## config.mk

```make
export PLATFORM = sky130hd
export DESIGN_NAME = gpio_regs
export DESIGN_NICKNAME = d
export VERILOG_FILES = /design/src/periph_pkg.sv /design/src/rtc_timer.sv /design/src/gpio_regs.sv
export SDC_FILE = /design/constraint.sdc
export NUM_CORES = 1
export LEC_CHECK = 0
export ABC_CLOCK_PERIOD_IN_PS = 3400
export BUFFER_PORTS_ARGS = -buffer_cell sky130_fd_sc_hd__buf_2
export CAP_MARGIN = 10
export CORE_MARGIN = 3
export CORE_UTILIZATION = 30
export CTS_BUF_LIST = sky130_fd_sc_hd__clkbuf_4 sky130_fd_sc_hd__clkbuf_8
export DETAILED_ROUTE_END_ITERATION = 10
export PLACE_DENSITY = 0.57
export SYNTH_ARGS = -nofsm -noshare
export SYNTH_HDL_FRONTEND = slang
export SYNTH_SLANG_ARGS = --single-unit
```

## constraint.sdc

```tcl
create_clock -name clk_i -period 3.4 [get_ports clk_i]
set_input_delay 0 -clock clk_i [delete_from_list [all_inputs] [get_ports clk_i]]
set_output_delay 0 -clock clk_i [all_outputs]
set_load 0.005 [all_outputs]
```

## src/periph_pkg.sv

```systemverilog
// Shared bus widths, region map, request and time types for the peripheral block
`default_nettype none

package periph_pkg;

    // ------------------------------------------------------------
    // Bus widths
    // ------------------------------------------------------------
    localparam int AddrWidth = 32;
    localparam int DataWidth = 64;
    localparam int StrbWidth = DataWidth / 8;   // One enable per byte lane

    typedef logic [AddrWidth-1:0] addr_t;
    typedef logic [DataWidth-1:0] data_t;
    typedef logic [StrbWidth-1:0] strb_t;

    // One request on the strobe bus, valid while req_i is high
    typedef struct packed {
        logic  we;      // 1 = write
        addr_t addr;    // Byte address
        strb_t be;
        data_t wdata;
    } mem_req_t;

    // ------------------------------------------------------------
    // Region map
    // ------------------------------------------------------------
    // Lengths are powers of two so a region matches on masked address
    localparam addr_t BootBase   = 32'h0001_0000;
    localparam addr_t BootLength = 32'h0001_0000;
    localparam addr_t GpioBase   = 32'h4000_0000;
    localparam addr_t GpioLength = 32'h0000_1000;

    typedef enum logic [1:0] {
        REGION_BOOT,
        REGION_GPIO,
        REGION_NONE
    } region_e;

    // Marker read back from unmapped space
    localparam data_t ErrorData = 64'h0000_0000_dead_beef;

    // ------------------------------------------------------------
    // GPIO register offsets, address bits 5..3
    // ------------------------------------------------------------
    typedef logic [2:0] gpio_off_t;

    localparam gpio_off_t GpioRegLeds = 3'd0;   // Write LEDs, read DIP switches
    localparam gpio_off_t GpioRegRtc  = 3'd7;   // Read time, write loads it

    // ------------------------------------------------------------
    // Real-time clock
    // ------------------------------------------------------------
    localparam int RtcTickBits = 26;
    localparam int RtcSecBits  = 38;

    // Fills exactly one data word
    typedef struct packed {
        logic [RtcSecBits-1:0]  seconds;
        logic [RtcTickBits-1:0] ticks;
    } rtc_time_t;

endpackage

`default_nettype wire

```

## src/rtc_timer.sv

```systemverilog
// Real-time clock with sub-second ticks and a seconds count, loadable from software
`default_nettype none
`timescale 1ns/1ns

module rtc_timer #(
    parameter int TicksPerSecond = 50_000_000  // At most 2**RtcTickBits
) (
    input  wire logic                  clk_i,
    input  wire logic                  arst_n_i,
    input  wire logic                  load_i,
    input  wire periph_pkg::rtc_time_t load_value_i,
    output periph_pkg::rtc_time_t      time_o
);

    // Last tick value before rolling into the next second
    localparam logic [periph_pkg::RtcTickBits-1:0] TickMax =
        periph_pkg::RtcTickBits'(TicksPerSecond - 1);

    periph_pkg::rtc_time_t time_q;

    always_ff @(posedge clk_i or negedge arst_n_i)
    begin
        if (!arst_n_i)
        begin
            time_q <= '0;
        end
        else if (load_i)
        begin
            time_q <= load_value_i;             // Both fields replaced together
        end
        else if (time_q.ticks == TickMax)
        begin
            time_q.ticks   <= '0;
            time_q.seconds <= time_q.seconds + 1'b1;
        end
        else
        begin
            time_q.ticks <= time_q.ticks + 1'b1;
        end
    end

    assign time_o = time_q;

endmodule

`default_nettype wire

```

## src/gpio_regs.sv

```systemverilog
// GPIO register block: LED outputs, DIP switch readback and the RTC register window
`default_nettype none
`timescale 1ns/1ns

module gpio_regs #(
    parameter int TicksPerSecond = 50_000_000
) (
    input  wire logic                 clk_i,
    input  wire logic                 arst_n_i,

    // Bus target side
    input  wire logic                 sel_i,
    input  wire periph_pkg::mem_req_t req_payload_i,
    output periph_pkg::data_t         rdata_o,

    // Board pins
    input  wire logic [7:0]           dip_switches_i,
    output logic      [7:0]           leds_o
);

    periph_pkg::gpio_off_t off_d;
    periph_pkg::gpio_off_t off_q;       // Offset of the request being answered
    logic                  wr_en;
    logic                  rtc_load;
    periph_pkg::rtc_time_t rtc_time;

    assign off_d = req_payload_i.addr[5:3];
    assign wr_en = sel_i && req_payload_i.we;

    // ------------------------------------------------------------
    // Register writes and offset capture
    // ------------------------------------------------------------
    always_ff @(posedge clk_i or negedge arst_n_i)
    begin
        if (!arst_n_i)
        begin
            leds_o <= '0;
            off_q  <= '0;
        end
        else
        begin
            if (sel_i)
            begin
                off_q <= off_d;
            end
            // LEDs live in byte lane 0 only
            if (wr_en && (off_d == periph_pkg::GpioRegLeds) && req_payload_i.be[0])
            begin
                leds_o <= req_payload_i.wdata[7:0];
            end
        end
    end

    // Timer load lands on the same edge as the write
    assign rtc_load = wr_en && (off_d == periph_pkg::GpioRegRtc);

    rtc_timer #(
        .TicksPerSecond (TicksPerSecond)
    ) rtc_timer_inst (
        .clk_i          (clk_i),
        .arst_n_i       (arst_n_i),
        .load_i         (rtc_load),
        .load_value_i   (periph_pkg::rtc_time_t'(req_payload_i.wdata)),
        .time_o         (rtc_time)
    );

    // ------------------------------------------------------------
    // Read mux, live values in the response cycle
    // ------------------------------------------------------------
    always_comb
    begin
        case (off_q)
            periph_pkg::GpioRegLeds: rdata_o = periph_pkg::DataWidth'(dip_switches_i);
            periph_pkg::GpioRegRtc:  rdata_o = rtc_time;
            default:                 rdata_o = '0;   // Reserved offsets
        endcase
    end

endmodule

`default_nettype wire

```

# Yosys cells after proc, flatten, opt, wreduce, memory -nomap -nowiden
# Index checks and enable logic that the tools add are counted.
# word_totals
reg_bits,75
input_bits,116
output_inout_bits,72
word_cells,20
# op_classes
muxes,4
n_eq_ne,3
n_addsub,2
n_reduce_logical,7
# op_table
cell,n
$pmux 64 s2,1
$mux 64,1
$add 38x1->38 const B,1
$mux 38,1
$add 26x1->26 const B,1
$eq 26x26->1 const B,1
$mux 26,1
$eq 3x3->1 const B,2
$logic_not 3->1,2
$logic_and 1x1->1,4
$reduce_bool 2->1,1

# Depth between registers and ports, before layout
# logic_depth
depth_word,3
ltp_mapped,8
ltp_nobuf,6

# By module
# From an unflattened synthesis, not the netlist that was laid out.
# hier_totals
cells_unflattened,524
hier_area_um2,4730.8
# by_module_without_submodules
module,area_each_um2,seq_area_each_um2,cells_per_inst,n_inst
rtc_timer,3833.7,1601.5,424,1
gpio_regs,897.1,275.3,100,1

# Worst setup path before layout
# OpenSTA, ideal clock, no wires.
# synth_path
kind,reg-to-reg
startpoint,register rtc_timer_inst.time_q (netlist bit rtc_timer_inst.time_o[9])
endpoint,register rtc_timer_inst.time_q (netlist bit rtc_timer_inst.time_o[52])
path_stages_with_launch,8
setup_time_ns,0.082
t_required_ns,3.318
path_slack_ns,1.139
n_path_buf,1
t_arrival_ns,2.179
period_less_slack_ns,2.261
cell_sequence,dfrtp_1 nor4b_2 nand4_1 or3_1 buf_6 or3_4 or3_1 a31oi_1
# synth_via
elab_chain_len,2
# synth_rtl
element,line,source
"start, declared",rtc_timer.sv:19,periph_pkg::rtc_time_t time_q;
"start signal, assigned",rtc_timer.sv:29,time_q <= load_value_i;
$eq 26x26->1,rtc_timer.sv:31,else if (time_q.ticks == TickMax)
$reduce_bool 2->1 (no line),n/a,
# No other way between the ends.
# A chain may end at the register's enable or synchronous reset.

# Worst setup path after layout
# layout_path
startpoint,register rtc_timer_inst.time_q (netlist bit rtc_timer_inst.time_o[16])
endpoint,register rtc_timer_inst.time_q (netlist bit rtc_timer_inst.time_o[59])
# Same word-level chain as after synthesis.

==> metrics.txt <==
total via count in the routed design 4515; FF+latch area 1880 um2; fraction of power spent switching nets 0.336; leakage power of the design about 2.8 nW; cell accounting for the most synthesized area dfrtp_1; Synth Instances slightly above 500; CP Data Arrival Time 2.73 ns; area of all placed cells without fillers 6310 um2; GRT Overall Usage 0.168; TritonCTS buffer count 9; largest net degree at the start of global routing 93; slowest library cell on the worst path nor3_2; Clock Latency Late Sink about 0.36 ns; part of the total power dissipated in combinational logic 0.250; crit-path cells and4bb_2, nand4_1, nor3_2, nand4_1, or3_1, a31oi_1; Final TNS setup 0 ns; post-cts repair resize count 0; outcome finished clean; number of buffers inserted for hold repair after clock tree synthesis 71; internal power 1.83 mW; number of standard cells in the layout, taps in and fillers out 911; number of warnings issued by yosys 0; number of remaining DRC errors 0; number of synthesized register bits 75; cell types with the largest area share after synthesis dfrtp_1 42%, and2_1 8.3%, nand2_1 6.7%, xor2_1 5.7%, o21ai_0 5.6%; share of final-layout standard cells stronger than drive strength 1 0.267; ys async rst share 1.00; share of total power in the clock network 0.240; share of the clock period used by the worst path after layout 0.723; placed instance count 823; final worst slack approximately 0.94 ns; post-synthesis cell area 4470 um2; number of pins exceeding their max-slew limit in the final report 0; effective utilization at floorplan 0.315; critical path type reg2reg; Top FF cell, synth dfrtp_1; worst rel slew slack 0.275; startpoint types flip-flop; final-report hold violation count 0; Post-synth EDFFs 0; number of maximum-capacitance constraint violations 0; Crit path buffers/inverters 0; Chip Height between 100 and 150 um; Seq/Total Area, Yosys 0.420; wire length of the first global-routing pass 22.0 mm; shortest clock period the worst path allows after layout 2.46 ns; biggest fanout along the worst timing path 6; Detailed Route Iter0 Violations 284; FP Rows 43; Top delay family on crit path simple AND/OR/NAND/NOR gates; Mapped Avg Cell Area between 8 and 9 um2; IO buf count 151; Avg WL per Cell roughly 15 um; Psw 925 uW; area of combinational cells with multiple inputs 2480 um2; CP dominant cell by count nand4_1; detailed placement HPWL a little under 10 mm; number of routed nets with antenna violations 0; Least-Margin Pin Slew 1.08 ns; CTS tree yes; number of endpoints failing setup at the final stage 0; worst slack, placed 0.905 ns; clock skew 0.00667 ns; width of the die 128 um; area of the core region 14200 um2; post-synth cell types 35; initial antenna violation count 0; critical path's largest stage delay 0.54 ns; count of nets after finishing between 800 and 900; gpl congestion just over 0.8; post-CTS setup buffer count 0; clock tree sinks 75; Setup crit end kind flip-flop; Area after DPL 5410 um2; share of power burned in registers 0.511; number of fill cells in the layout 1448; critical path required time 3.67 ns; Max Freq 407 MHz; root buffer cell clkbuf_8; total die area 16400 um2; RSZ-0062 raised after global routing no; number of global-route vias before repair between 4000 and 5000; sum of overflow across all layers after global routing 0; final wirelength 13.9 mm; worst ir drop on vdd 0.000196 V; areal power density over the cells 437 nW/um2; Detailed Routing Iterations Pass 1 8; number of levels in the clock H-tree 3; type of the worst min-delay path in2out; CTS clock-pin slew for the worst setup and hold paths 0.08 ns; area fraction of the dominant cell type after synthesis 0.420; Layout area overhead 41.0%; Max Root-Sink Buffers 2; net count after synthesis 629; number of top-level pins between 150 and 200; per-cell via count in the routed design about 5.0
[metal layers]
layer,global-route usage,share of wire,vias up
met5,0,0,-
met4,0.0718,0.020,0
met3,0.0267,0.045,17
met2,0.268,0.47,146
met1,0.226,0.46,2139
li1,-,-,2213
[state kept, by name, indices dropped and copies added, names as in the netlist]
signal	count
rtc_timer_inst.time_o	64
leds_o	8
off_q	3
[path summary, 6_finish.rpt]
kind | from | to | slack, ns | depth (start not counted)
setup / recovery | rtc_timer_inst.time_o[16]$_DFF_PN0_ | rtc_timer_inst.time_o[59]$_DFFE_PN0P_ | 0.94 | 6
hold / removal | dip_switches_i[1] | rdata_o[1] | 0.28 | 3
setup reg to reg | rtc_timer_inst.time_o[16]$_DFF_PN0_ | rtc_timer_inst.time_o[59]$_DFFE_PN0P_ | 0.94 | 6
hold reg to reg | leds_o[5]$_DFFE_PN0P_ | leds_o[5]$_DFFE_PN0P_ | 0.50 | 1
max in group asynchronous | arst_n_i | leds_o[7]$_DFFE_PN0P_ | 2.41 | 2
min in group asynchronous | arst_n_i | rtc_timer_inst.time_o[51]$_DFFE_PN0P_ | 0.33 | 2
[power groups by stage]
stage          Clock (mW)  Sequential, mW  Combinational (mW)
6_report            0.661            1.41               0.688
3_3_place_gp            0            1.41               0.613
5_1_grt             0.724            1.45               0.773
4_1_cts             0.701            1.41               0.697
2_1_floorplan           0            1.33               0.416
3_5_place_dp            0            1.42               0.628
[per-stage QoR]
| step | hold WS, ns | utilization | power, mW |
|---|---|---|---|
| finish | 0.285 | 0.444 | 2.76 |
| global placement | 0.205 | 0.381 | 2.02 |
| CTS | 0.284 | 0.444 | 2.80 |
| global route | 0.299 | 0.444 | 2.94 |
| floorplan | -0.296 | - | 1.74 |
| detailed placement | 0.207 | 0.381 | 2.05 |
[Yosys cell counts, drive strengths merged, types with 8 or more instances]
cell    count
xnor2      24
clkbuf     24
and3       16
nand2      80
and4        9
a31oi       8
mux2       11
and2       60
o21ai      50
nor2       18
xor2       29
nand3      25
nand4      20
dfrtp      75
nor3       12
or3         8
a22o        8
[worst min-delay path: stages]
cell and delay [ns]:
buf_2 0.08, a22o_1 0.10, buf_2 0.10
[area by class of cell]
type	instances	share of cell area
multi-input combinational	406	0.394
sequential	75	0.298
timing repair buffer	229	0.241
tap	180	0.0357
clock buffer	14	0.0276
inverter	4	0.00238
clock inverter	2	0.00159
antenna	1	0.000397
[cell families after synthesis]
kind of cell | after synthesis | synth area share
buf+inv | 30 | 0.0269
simple gates | 261 | 0.314
xor+xnor | 53 | 0.104
compound gates | 79 | 0.103
fa+ha+maj | 2 | 0.00559
mux | 11 | 0.0277
flops | 75 | 0.420
[cell usage in the layout, fill, tap and decap left out, types with 9 or more instances in the layout]
| master | Yosys | final |
|---|---|---|
| and2_1 | 59 | 59 |
| and3_1 | 16 | 14 |
| and4_1 | 9 | 9 |
| buf_2 | 0 | 150 |
| clkbuf_8 | 0 | 11 |
| dfrtp_1 | 75 | 75 |
| dlygate4sd3_1 | 0 | 71 |
| mux2_2 | 11 | 11 |
| nand2_1 | 80 | 80 |
| nand3_1 | 25 | 25 |
| nand4_1 | 20 | 20 |
| nor2_1 | 18 | 18 |
| nor3_1 | 12 | 11 |
| o21ai_0 | 50 | 50 |
| xnor2_1 | 24 | 24 |
| xor2_1 | 29 | 29 |
No activity file was read; power rests on OpenSTA's default activity.
