File: config.mk
export PLATFORM = sky130hd
export DESIGN_NAME = bus_decoder
export DESIGN_NICKNAME = d
export VERILOG_FILES = /design/src/periph_pkg.sv /design/src/bus_decoder.sv
export SDC_FILE = /design/constraint.sdc
export NUM_CORES = 1
export LEC_CHECK = 0
export ABC_AREA = 1
export BUFFER_PORTS_ARGS = -buffer_cell sky130_fd_sc_hd__buf_2
export CORE_AREA = 2 2 119 121
export DETAILED_ROUTE_END_ITERATION = 8
export DIE_AREA = 0 0 121 123
export PLACE_DENSITY = 0.38
export SETUP_SLACK_MARGIN = 0.2
export SLEW_MARGIN = 20
export SYNTH_ARGS = -nofsm -noshare
export SYNTH_HDL_FRONTEND = slang
export SYNTH_SLANG_ARGS = --single-unit
File: constraint.sdc
create_clock -name clk_i -period 1.55 [get_ports clk_i]
set_input_delay 0.0775 -clock clk_i [delete_from_list [all_inputs] [get_ports clk_i]]
set_output_delay 0.0775 -clock clk_i [all_outputs]
set_load 0.01 [all_outputs]
File: src/periph_pkg.sv
// Shared bus widths, region map, request and time types for the peripheral block
`default_nettype none

package periph_pkg;

    // ------------------------------------------------------------
    // Bus widths
    // ------------------------------------------------------------
    localparam int AddrWidth = 32;
    localparam int DataWidth = 64;
    localparam int StrbWidth = DataWidth / 8;   // One enable per byte lane

    typedef logic [AddrWidth-1:0] addr_t;
    typedef logic [DataWidth-1:0] data_t;
    typedef logic [StrbWidth-1:0] strb_t;

    // One request on the strobe bus, valid while req_i is high
    typedef struct packed {
        logic  we;      // 1 = write
        addr_t addr;    // Byte address
        strb_t be;
        data_t wdata;
    } mem_req_t;

    // ------------------------------------------------------------
    // Region map
    // ------------------------------------------------------------
    // Lengths are powers of two so a region matches on masked address
    localparam addr_t BootBase   = 32'h0001_0000;
    localparam addr_t BootLength = 32'h0001_0000;
    localparam addr_t GpioBase   = 32'h4000_0000;
    localparam addr_t GpioLength = 32'h0000_1000;

    typedef enum logic [1:0] {
        REGION_BOOT,
        REGION_GPIO,
        REGION_NONE
    } region_e;

    // Marker read back from unmapped space
    localparam data_t ErrorData = 64'h0000_0000_dead_beef;

    // ------------------------------------------------------------
    // GPIO register offsets, address bits 5..3
    // ------------------------------------------------------------
    typedef logic [2:0] gpio_off_t;

    localparam gpio_off_t GpioRegLeds = 3'd0;   // Write LEDs, read DIP switches
    localparam gpio_off_t GpioRegRtc  = 3'd7;   // Read time, write loads it

    // ------------------------------------------------------------
    // Real-time clock
    // ------------------------------------------------------------
    localparam int RtcTickBits = 26;
    localparam int RtcSecBits  = 38;

    // Fills exactly one data word
    typedef struct packed {
        logic [RtcSecBits-1:0]  seconds;
        logic [RtcTickBits-1:0] ticks;
    } rtc_time_t;

endpackage

`default_nettype wire

File: src/bus_decoder.sv
// Address decoder for the peripheral bus; selects a target and returns a one-cycle response
`default_nettype none
`timescale 1ns/1ns

module bus_decoder (
    input  wire logic                 clk_i,
    input  wire logic                 arst_n_i,

    // Request side
    input  wire logic                 req_i,
    input  wire periph_pkg::mem_req_t req_payload_i,

    // Target selects
    output logic                      boot_sel_o,
    output logic                      gpio_sel_o,

    // Target read data, valid in the response cycle
    input  wire periph_pkg::data_t    boot_rdata_i,
    input  wire periph_pkg::data_t    gpio_rdata_i,

    // Response side
    output logic                      rvalid_o,
    output periph_pkg::data_t         rdata_o,
    output logic                      err_o
);

    // Masks that clear the offset bits inside each region
    localparam periph_pkg::addr_t BootMask = ~(periph_pkg::BootLength - 32'd1);
    localparam periph_pkg::addr_t GpioMask = ~(periph_pkg::GpioLength - 32'd1);

    periph_pkg::region_e region_d;
    periph_pkg::region_e region_q;
    logic                rvalid_q;

    // ------------------------------------------------------------
    // Request cycle decode
    // ------------------------------------------------------------
    always_comb
    begin
        if ((req_payload_i.addr & BootMask) == periph_pkg::BootBase)
        begin
            region_d = periph_pkg::REGION_BOOT;
        end
        else if ((req_payload_i.addr & GpioMask) == periph_pkg::GpioBase)
        begin
            region_d = periph_pkg::REGION_GPIO;
        end
        else
        begin
            region_d = periph_pkg::REGION_NONE;  // Unmapped, no target sees it
        end
    end

    assign boot_sel_o = req_i && (region_d == periph_pkg::REGION_BOOT);
    assign gpio_sel_o = req_i && (region_d == periph_pkg::REGION_GPIO);

    // ------------------------------------------------------------
    // Response tracking
    // ------------------------------------------------------------
    always_ff @(posedge clk_i or negedge arst_n_i)
    begin
        if (!arst_n_i)
        begin
            rvalid_q <= 1'b0;
            region_q <= periph_pkg::REGION_NONE;
        end
        else
        begin
            rvalid_q <= req_i;                  // One response per request
            if (req_i)
            begin
                region_q <= region_d;
            end
        end
    end

    // Read data mux in the response cycle
    always_comb
    begin
        case (region_q)
            periph_pkg::REGION_BOOT: rdata_o = boot_rdata_i;
            periph_pkg::REGION_GPIO: rdata_o = gpio_rdata_i;
            default:                 rdata_o = periph_pkg::ErrorData;
        endcase
    end

    assign rvalid_o = rvalid_q;
    assign err_o    = rvalid_q && (region_q == periph_pkg::REGION_NONE);

endmodule

`default_nettype wire

Word-level counts from Yosys, hierarchy flattened
Index checks and enable logic that the tools add are counted.
{ "totals": {"register_bits": 3, "in_bits": 236, "out_inout_bits": 68, "word_cells": 15} }
{ "classes": {"eq_ne": 5, "muxes": 3, "n_reduce_logical": 5} }
{ "ops": {"columns": ["cell", "n"], "rows": [
  ["one-hot mux 64 bit (2 select lines)", 1],
  ["equality test 20 x 19 -> 1 bit (second input constant)", 1],
  ["equality test 16 x 1 -> 1 bit (second input constant)", 1],
  ["equality test 2 x 1 -> 1 bit (second input constant)", 2],
  ["zero test 2 bit", 2],
  ["two-way mux 2 bit", 2],
  ["logical AND 1 bit", 3],
  ["equality test 2 bit (second input constant)", 1]
]} }

Longest topological paths before layout
Gate-level depths: netlist of run 1.
{ "logic_depth": {"ltp_word": 5, "ltp_mapped": 7} }

Worst setup path after synthesis of run 1
Ideal clock, no wire load.
{ "synth_path": {"kind": "reg-to-output", "from": "register region_q[1]", "to": "output port rdata_o[14]", "arrival_time_ps": 1071, "path_slack_ps": 402, "path_stages_with_launch": 6, "n_path_buf": 1, "path_cell_list": "dfstp_2 > inv_1 > nand2_4 > inv_2 > buf_6 > a22o_1"} }
{ "synth_via": {"elab_chain_len": 2, "word_cells_on_any_way": 3, "classes_between": "1 x eq/ne; 1 x mux; 1 x reduce/logical"} }
{ "synth_lines": {"columns": ["element", "line", "rtl"], "rows": [
  ["start: declaration", "bus_decoder.sv:32", "periph_pkg::region_e region_q;"],
  ["start signal: assignment", "bus_decoder.sv:65", "region_q <= periph_pkg::REGION_NONE;"],
  ["start signal: assignment", "bus_decoder.sv:72", "region_q <= region_d;"],
  ["equality test 2 x 1 -> 1 bit or zero test 2 bit (tied branches)", "bus_decoder.sv:80", "case (region_q)"],
  ["one-hot mux 64 bit (2 select lines) *", "bus_decoder.sv:80", null],
  ["end: declaration", "bus_decoder.sv:23", "output periph_pkg::data_t rdata_o,"]
]} }
Every way passes the cells marked *; elsewhere a longest branch is shown, timed or not.

Worst setup path in the final report of run 1
{ "layout_path": {"from": "register region_q[1]", "to": "output port rdata_o[47]"} }
Same word-level chain as after synthesis.

==> results of run 1 <==
## logic make-up (layout without fill, tap and decap cells)
group | count (synthesis) | count (layout) | synth area share (%)
compound gates | 64 | 64 | 59.9
simple gates | 42 | 42 | 19.1
buf+inv | 18 | 248 | 12.8
flops | 3 | 3 | 8.16
## flip-flops by register name, summed over array words and instances, names as in the netlist
register,flops
region_q,2
rvalid_o,1
## per-stage QoR
stage | std cells | power, mW | setup WS (ns) | hold WS, ns | util (%)
detailed placement | 516 | 0.569 | -0.0246 | -0.121 | 16.1
CTS | 534 | 1.02 | -0.0147 | 0.0285 | 18.7
global placement | 516 | 0.567 | -0.00608 | -0.121 | 16.1
floorplan | 127 | 0.281 | 0.402 | -0.218 | -
finish | 537 | 1.01 | -0.0199 | 0.0253 | 19.1
global route | 537 | 1.08 | -0.0627 | 0.0419 | 19.1
## per-layer routing
metal / track usage [%] / up-vias / wire length (um)
li1: - / 962 / -
met1: 7.13 / 860 / 2270
met2: 12.9 / 102 / 3130
met3: 0.784 / 0 / 460
met4: 0.436 / 0 / 0
met5: 0 / - / 0
## synth_stat cells
| library cell | n | area share (%) |
|---|---|---|
| nor2_1 | 18 | 7.2 |
| a22o_1 | 40 | 37 |
| inv_1 | 3 | 1.2 |
| buf_2 | 6 | 3.2 |
| nand2_4 | 1 | 1.2 |
| nand2_1 | 16 | 6.4 |
| nand4_1 | 1 | 0.67 |
| nor2_2 | 1 | 0.67 |
| buf_6 | 6 | 7.2 |
| nor3b_1 | 1 | 0.80 |
| nand3_1 | 3 | 1.6 |
| o22a_1 | 24 | 22 |
| dfstp_2 | 1 | 2.8 |
| dfrtp_1 | 2 | 5.3 |
| inv_2 | 3 | 1.2 |
| nor3_1 | 1 | 0.53 |
## layout make-up
class,count,share of cell area (%)
timing repair buffer,236,53.3
multi-input combinational,106,29.0
tap,180,8.65
clock buffer,4,3.03
sequential,3,2.98
inverter,6,1.92
timing repair inverter,2,1.06
## worst max path at each step
stage	slack, ns	end	cells after the start
3_5_place_dp	-0.02	rdata_o[46]	5
2_1_floorplan	0.40	rdata_o[14]	5
5_1_grt	-0.06	rdata_o[46]	5
4_1_cts	-0.01	rdata_o[13]	7
6_report	-0.02	rdata_o[47]	5
3_3_place_gp	-0.006	rdata_o[46]	5
## power by group
group          switching [mW]  leakage (nW)  internal [mW]  total (mW)
clock network          0.0729        0.0382          0.340       0.413
registers             0.00294        0.0345         0.0834      0.0864
logic                   0.226          1.32          0.290       0.515
## cells in the final DEF, fill, tap and decap left out, drive strengths merged
master       Yosys  routed
a22o            40      40
buf             12     234
clkbuf           0       5
dfrtp            2       2
dfstp            1       1
dlygate4sd3      0       1
inv              6       8
nand2           17      17
nand3            3       3
nand4            1       1
nor2            19      19
nor3             1       1
nor3b            1       1
o22a            24      24
## what timing repair did
action	CTS	global route
hold buffers	1	0
setup endpoints to repair	64	64
hold endpoints to repair	3	0
pin swaps	3	4
cloned	3	2
resized for setup	20	6
buffers inserted	10	1
==> flow_metrics.tcl, run 1 <==
set metrics [dict create \
    status "finished, violations left" \
    violations "setup timing" \
    grt_max_degree 41 \
    cts_buffer_depth 2 \
    regArea_um2 77.6 \
    path_cells "buf_6 -> nor2_4 -> buf_12 -> a22o_1 -> buf_2" \
    start_util_pct 6.88 \
    p_per_area_nw_per_um2 390 \
    avgSynthCellArea_um2 7.37 \
    row_count 43 \
    die-area_um2 14900 \
    final.setup.tns_ns -0.163 \
    post_dp_cell_area_um2 2190 \
    htree_levels 1 \
    reg2reg_slack_ns 0.67 \
    syn-num-nets 363 \
    cts.sinks 3 \
    cts_tree "done" \
    cap_viol_max_count 0 \
    endpoint_kind "primary output" \
    worstReg2RegEnd "region_q[0]$_DFFE_PN0P_" \
    fmax_mhz 637 \
    yosys_warnings 0 \
    core_area_um2 13600 \
    tightest_slew_ns 0.273 \
    cts_made_buffers 3 \
    fp.dieH_um 123 \
    hold_class "in -> reg" \
    via_count 1924 \
    clockRootBuffer "clkbuf_16" \
    drive_gt1_share_pct 69.7 \
    design_area_um2 2600 \
    clock_latency_ns 0.22 \
    vdd_drop_max_v 0.000411 \
    grt_overflow 0 \
    finalCritPeriodShare_pct 101 \
    critPathBufInv 3 \
    drt.antenna.violating_nets 0 \
    n_fill_cell 1547 \
    worstPathMaxFanout 40 \
    syn2layout_area_growth_pct 178 \
    cp_data_arrival_time_ns 1.49 \
    rr_worst_depth 4 \
    routabilityCongestion 0.691 \
    pin_count 304 \
    min-delay-start "req_i" \
    final-setup-viol-count 22 \
    yosys_register_bits 3 \
    rr_startpoint "region_q[0]$_DFFE_PN0P_" \
    p_leak_nw 1.39 \
    crit_start "region_q[1]$_DFFE_PN1P_" \
    path_clk_slew_ns 0.03 \
    multi_input_area_um2 756 \
    port-buffer-count 218 \
    cp.required_ns 1.47 \
    wl_mm 5.86 \
    min_to "rvalid_o$_DFF_PN0_" \
    netlist_area_um2 936 \
    first_pass_iters 4 \
    nets 594 \
    grt_pass1_wl_mm 7.70 \
    grt_setup_unrepaired "true" \
    grt_usage_pct 6.28 \
    fin_ws_ns -0.0199 \
    yosysSeqAreaShare_pct 8.16 \
    slowest_delay_ns 0.55 \
    drtIter0Drc 30 \
    diodes 0 \
    syn-instance-count 127 \
    grt_pass1_vias 1700 \
    relSlewSlack_pct 81.7 \
    drt-wirelength-per-cell_um 10.9 \
    via_per_inst 3.58 \
    route.detailed.drc 0 \
    synth_cell_types 16 \
    critical_path_class "reg -> out" \
    period_minus_slack_ns 1.57 \
    critPathLaunchType "flip-flop" \
    crit_slowest_cell "dfstp_2" \
    antenna_found_initial 0 \
    min_path_cells 1 \
    crit_family "flip-flops" \
    fp.dieW_um 121 \
    skew_ns 0 \
    dp_hpwl_mm 4.54 \
    drv_slew 0 \
    finalHoldViolCount 0 \
]
Power figures use the tool's default switching activity.
==> run 2, diff against run 1 <==
Clock period 1.55 ns to 1.5 ns, I/O delays scaled along.
==> flow_metrics.tcl, run 2 (synthesis gave the netlist of run 1 again) <==
set metrics [dict create \
    p_leak_nw 1.32 \
    worstReg2RegEnd "region_q[1]$_DFFE_PN1P_" \
    wl_mm 5.58 \
    drive_gt1_share_pct 69.0 \
    finalHoldViolCount 0 \
    via_per_inst 3.61 \
    cts_made_buffers 3 \
    tightest_slew_ns 0.268 \
    rr_startpoint "region_q[1]$_DFFE_PN1P_" \
    period_minus_slack_ns 1.54 \
    cts.sinks 3 \
    slowest_delay_ns 0.54 \
    crit_slowest_cell "dfstp_2" \
    drv_slew 0 \
    finalCritPeriodShare_pct 103 \
    min-delay-start "req_i" \
    p_per_area_nw_per_um2 420 \
    fin_ws_ns -0.0450 \
    endpoint_kind "primary output" \
    final_common_cell "buf_2" \
    nets 585 \
    status "finished, violations left" \
    grt_pass1_wl_mm 7.62 \
    first_pass_iters 4 \
    path_cells "buf_6 -> nor2_4 -> buf_12 -> a22o_1 -> buf_2" \
    final.setup.tns_ns -0.980 \
    top_register "region_q" \
    vdd_drop_max_v 0.000450 \
    cap_viol_max_count 0 \
    fmax_mhz 647 \
    min_to "rvalid_o$_DFF_PN0_" \
    worstPathMaxFanout 40 \
    fp.dieH_um 123 \
    fp.dieW_um 121 \
    die-area_um2 14900 \
    pre_cts_slack_ns 0.00638 \
    core_area_um2 13600 \
    via_count 1904 \
    cts_buffer_depth 2 \
    skew_ns 0 \
    layout_common_cells "buf_2, a22o_1, o22a_1" \
    design_area_um2 2470 \
    clock_latency_ns 0.22 \
    critPathLaunchType "flip-flop" \
    critical_path_class "reg -> out" \
    start_util_pct 6.88 \
    diodes 0 \
    relSlewSlack_pct 82.1 \
    final-setup-viol-count 52 \
    routabilityCongestion 0.696 \
    drt.antenna.violating_nets 0 \
    drt-wirelength-per-cell_um 10.6 \
    rr_worst_depth 5 \
    min_path_cells 1 \
    grt_max_degree 41 \
    cp.required_ns 1.42 \
    route.detailed.drc 0 \
    violations "setup timing" \
    cp_data_arrival_time_ns 1.47 \
    grt_pass1_vias 1684 \
    reg2reg_slack_ns 0.50 \
    htree_levels 1 \
    hold_class "in -> reg" \
    grt_usage_pct 6.17 \
    drtIter0Drc 27 \
    cts_tree "done" \
    antenna_found_initial 0 \
    port-buffer-count 218 \
    post_dp_cell_area_um2 2210 \
    dp_hpwl_mm 4.47 \
    grt_overflow 0 \
    largest_register_ffs 2 \
    clockRootBuffer "clkbuf_16" \
    grt_setup_unrepaired "true" \
    row_count 43 \
    syn2layout_area_growth_pct 164 \
    pin_count 304 \
    path_clk_slew_ns 0.03 \
]
-- run 2: changes by cell type in the layout (fill, tap and decap cells not counted) --
cell | previous run | this run
buf_4 | 3 | 1
inv_12 | 3 | 1
nor2_1 | 17 | 18
inv_2 | 1 | 2
buf_16 | 2 | 3
nor2_2 | 1 | 0
nand2_2 | 0 | 1
nand2_1 | 16 | 15
clkbuf_16 | 4 | 3
inv_8 | 1 | 0
buf_6 | 4 | 2
buf_12 | 7 | 4
-- run 2: cell type report --
cell class,instances,area [um^2]
inverter,6,37.5
fill,1535,11100
clock buffer,4,78.8
tap,180,225
sequential,3,77.6
multi-input combinational,106,756
timing repair buffer,229,1290
-- run 2: per-layer routing --
metal	vias up	wire length, um	global-route usage (%)
met5	-	0	0
met4	0	0	0.436
met3	0	508	1.15
met2	102	2990	12.8
met1	861	2080	6.65
li1	941	-	-
-- run 2: worst max-delay path by stage --
stage | from | slack, ns | end
after floorplan | region_q[1]$_DFFE_PN1P_ | 0.35 | rdata_o[14]
after global placement | region_q[0]$_DFFE_PN0P_ | 0.04 | rdata_o[46]
after detailed placement | region_q[0]$_DFFE_PN0P_ | 0.006 | rdata_o[54]
after CTS | region_q[1]$_DFFE_PN1P_ | -0.03 | rdata_o[54]
after global routing | region_q[1]$_DFFE_PN1P_ | -0.09 | rdata_o[57]
final | region_q[1]$_DFFE_PN1P_ | -0.04 | rdata_o[54]
-- run 2: through the flow --
| step | hold slack [ns] | util, % | std cells | total power [mW] |
|---|---|---|---|---|
| 2_1_floorplan | -0.221 | - | 127 | 0.291 |
| 3_3_place_gp | -0.125 | 16.2 | 516 | 0.593 |
| 3_5_place_dp | -0.123 | 16.2 | 516 | 0.596 |
| 4_1_cts | 0.0210 | 18.0 | 527 | 1.04 |
| 5_1_grt | 0.0392 | 18.1 | 528 | 1.10 |
| 6_report | 0.0210 | 18.1 | 528 | 1.04 |
-- run 2: power breakdown --
group / total, mW / internal, mW / switching [mW]
clock network: 0.427 / 0.351 / 0.0756
registers: 0.0887 / 0.0862 / 0.00257
logic: 0.521 / 0.299 / 0.222
total: 1.04 / 0.736 / 0.301
-- run 2: what timing repair did --
action	4_1_cts	5_1_grt
gates resized for setup	15	2
endpoints found under the setup margin	64	65
pin swaps	2	2
gates cloned	3	0
buffers inserted	3	1
endpoints found under the hold margin	3	0
hold buffers	1	0
-- run 2: worst max-delay path: cells and delay by family, from the launching register on --
| family | cells | cell delay, ns |
|---|---|---|
| buf+inv | 3 | 0.41 |
| flops | 1 | 0.54 |
| compound gates | 1 | 0.23 |
| simple gates | 1 | 0.04 |
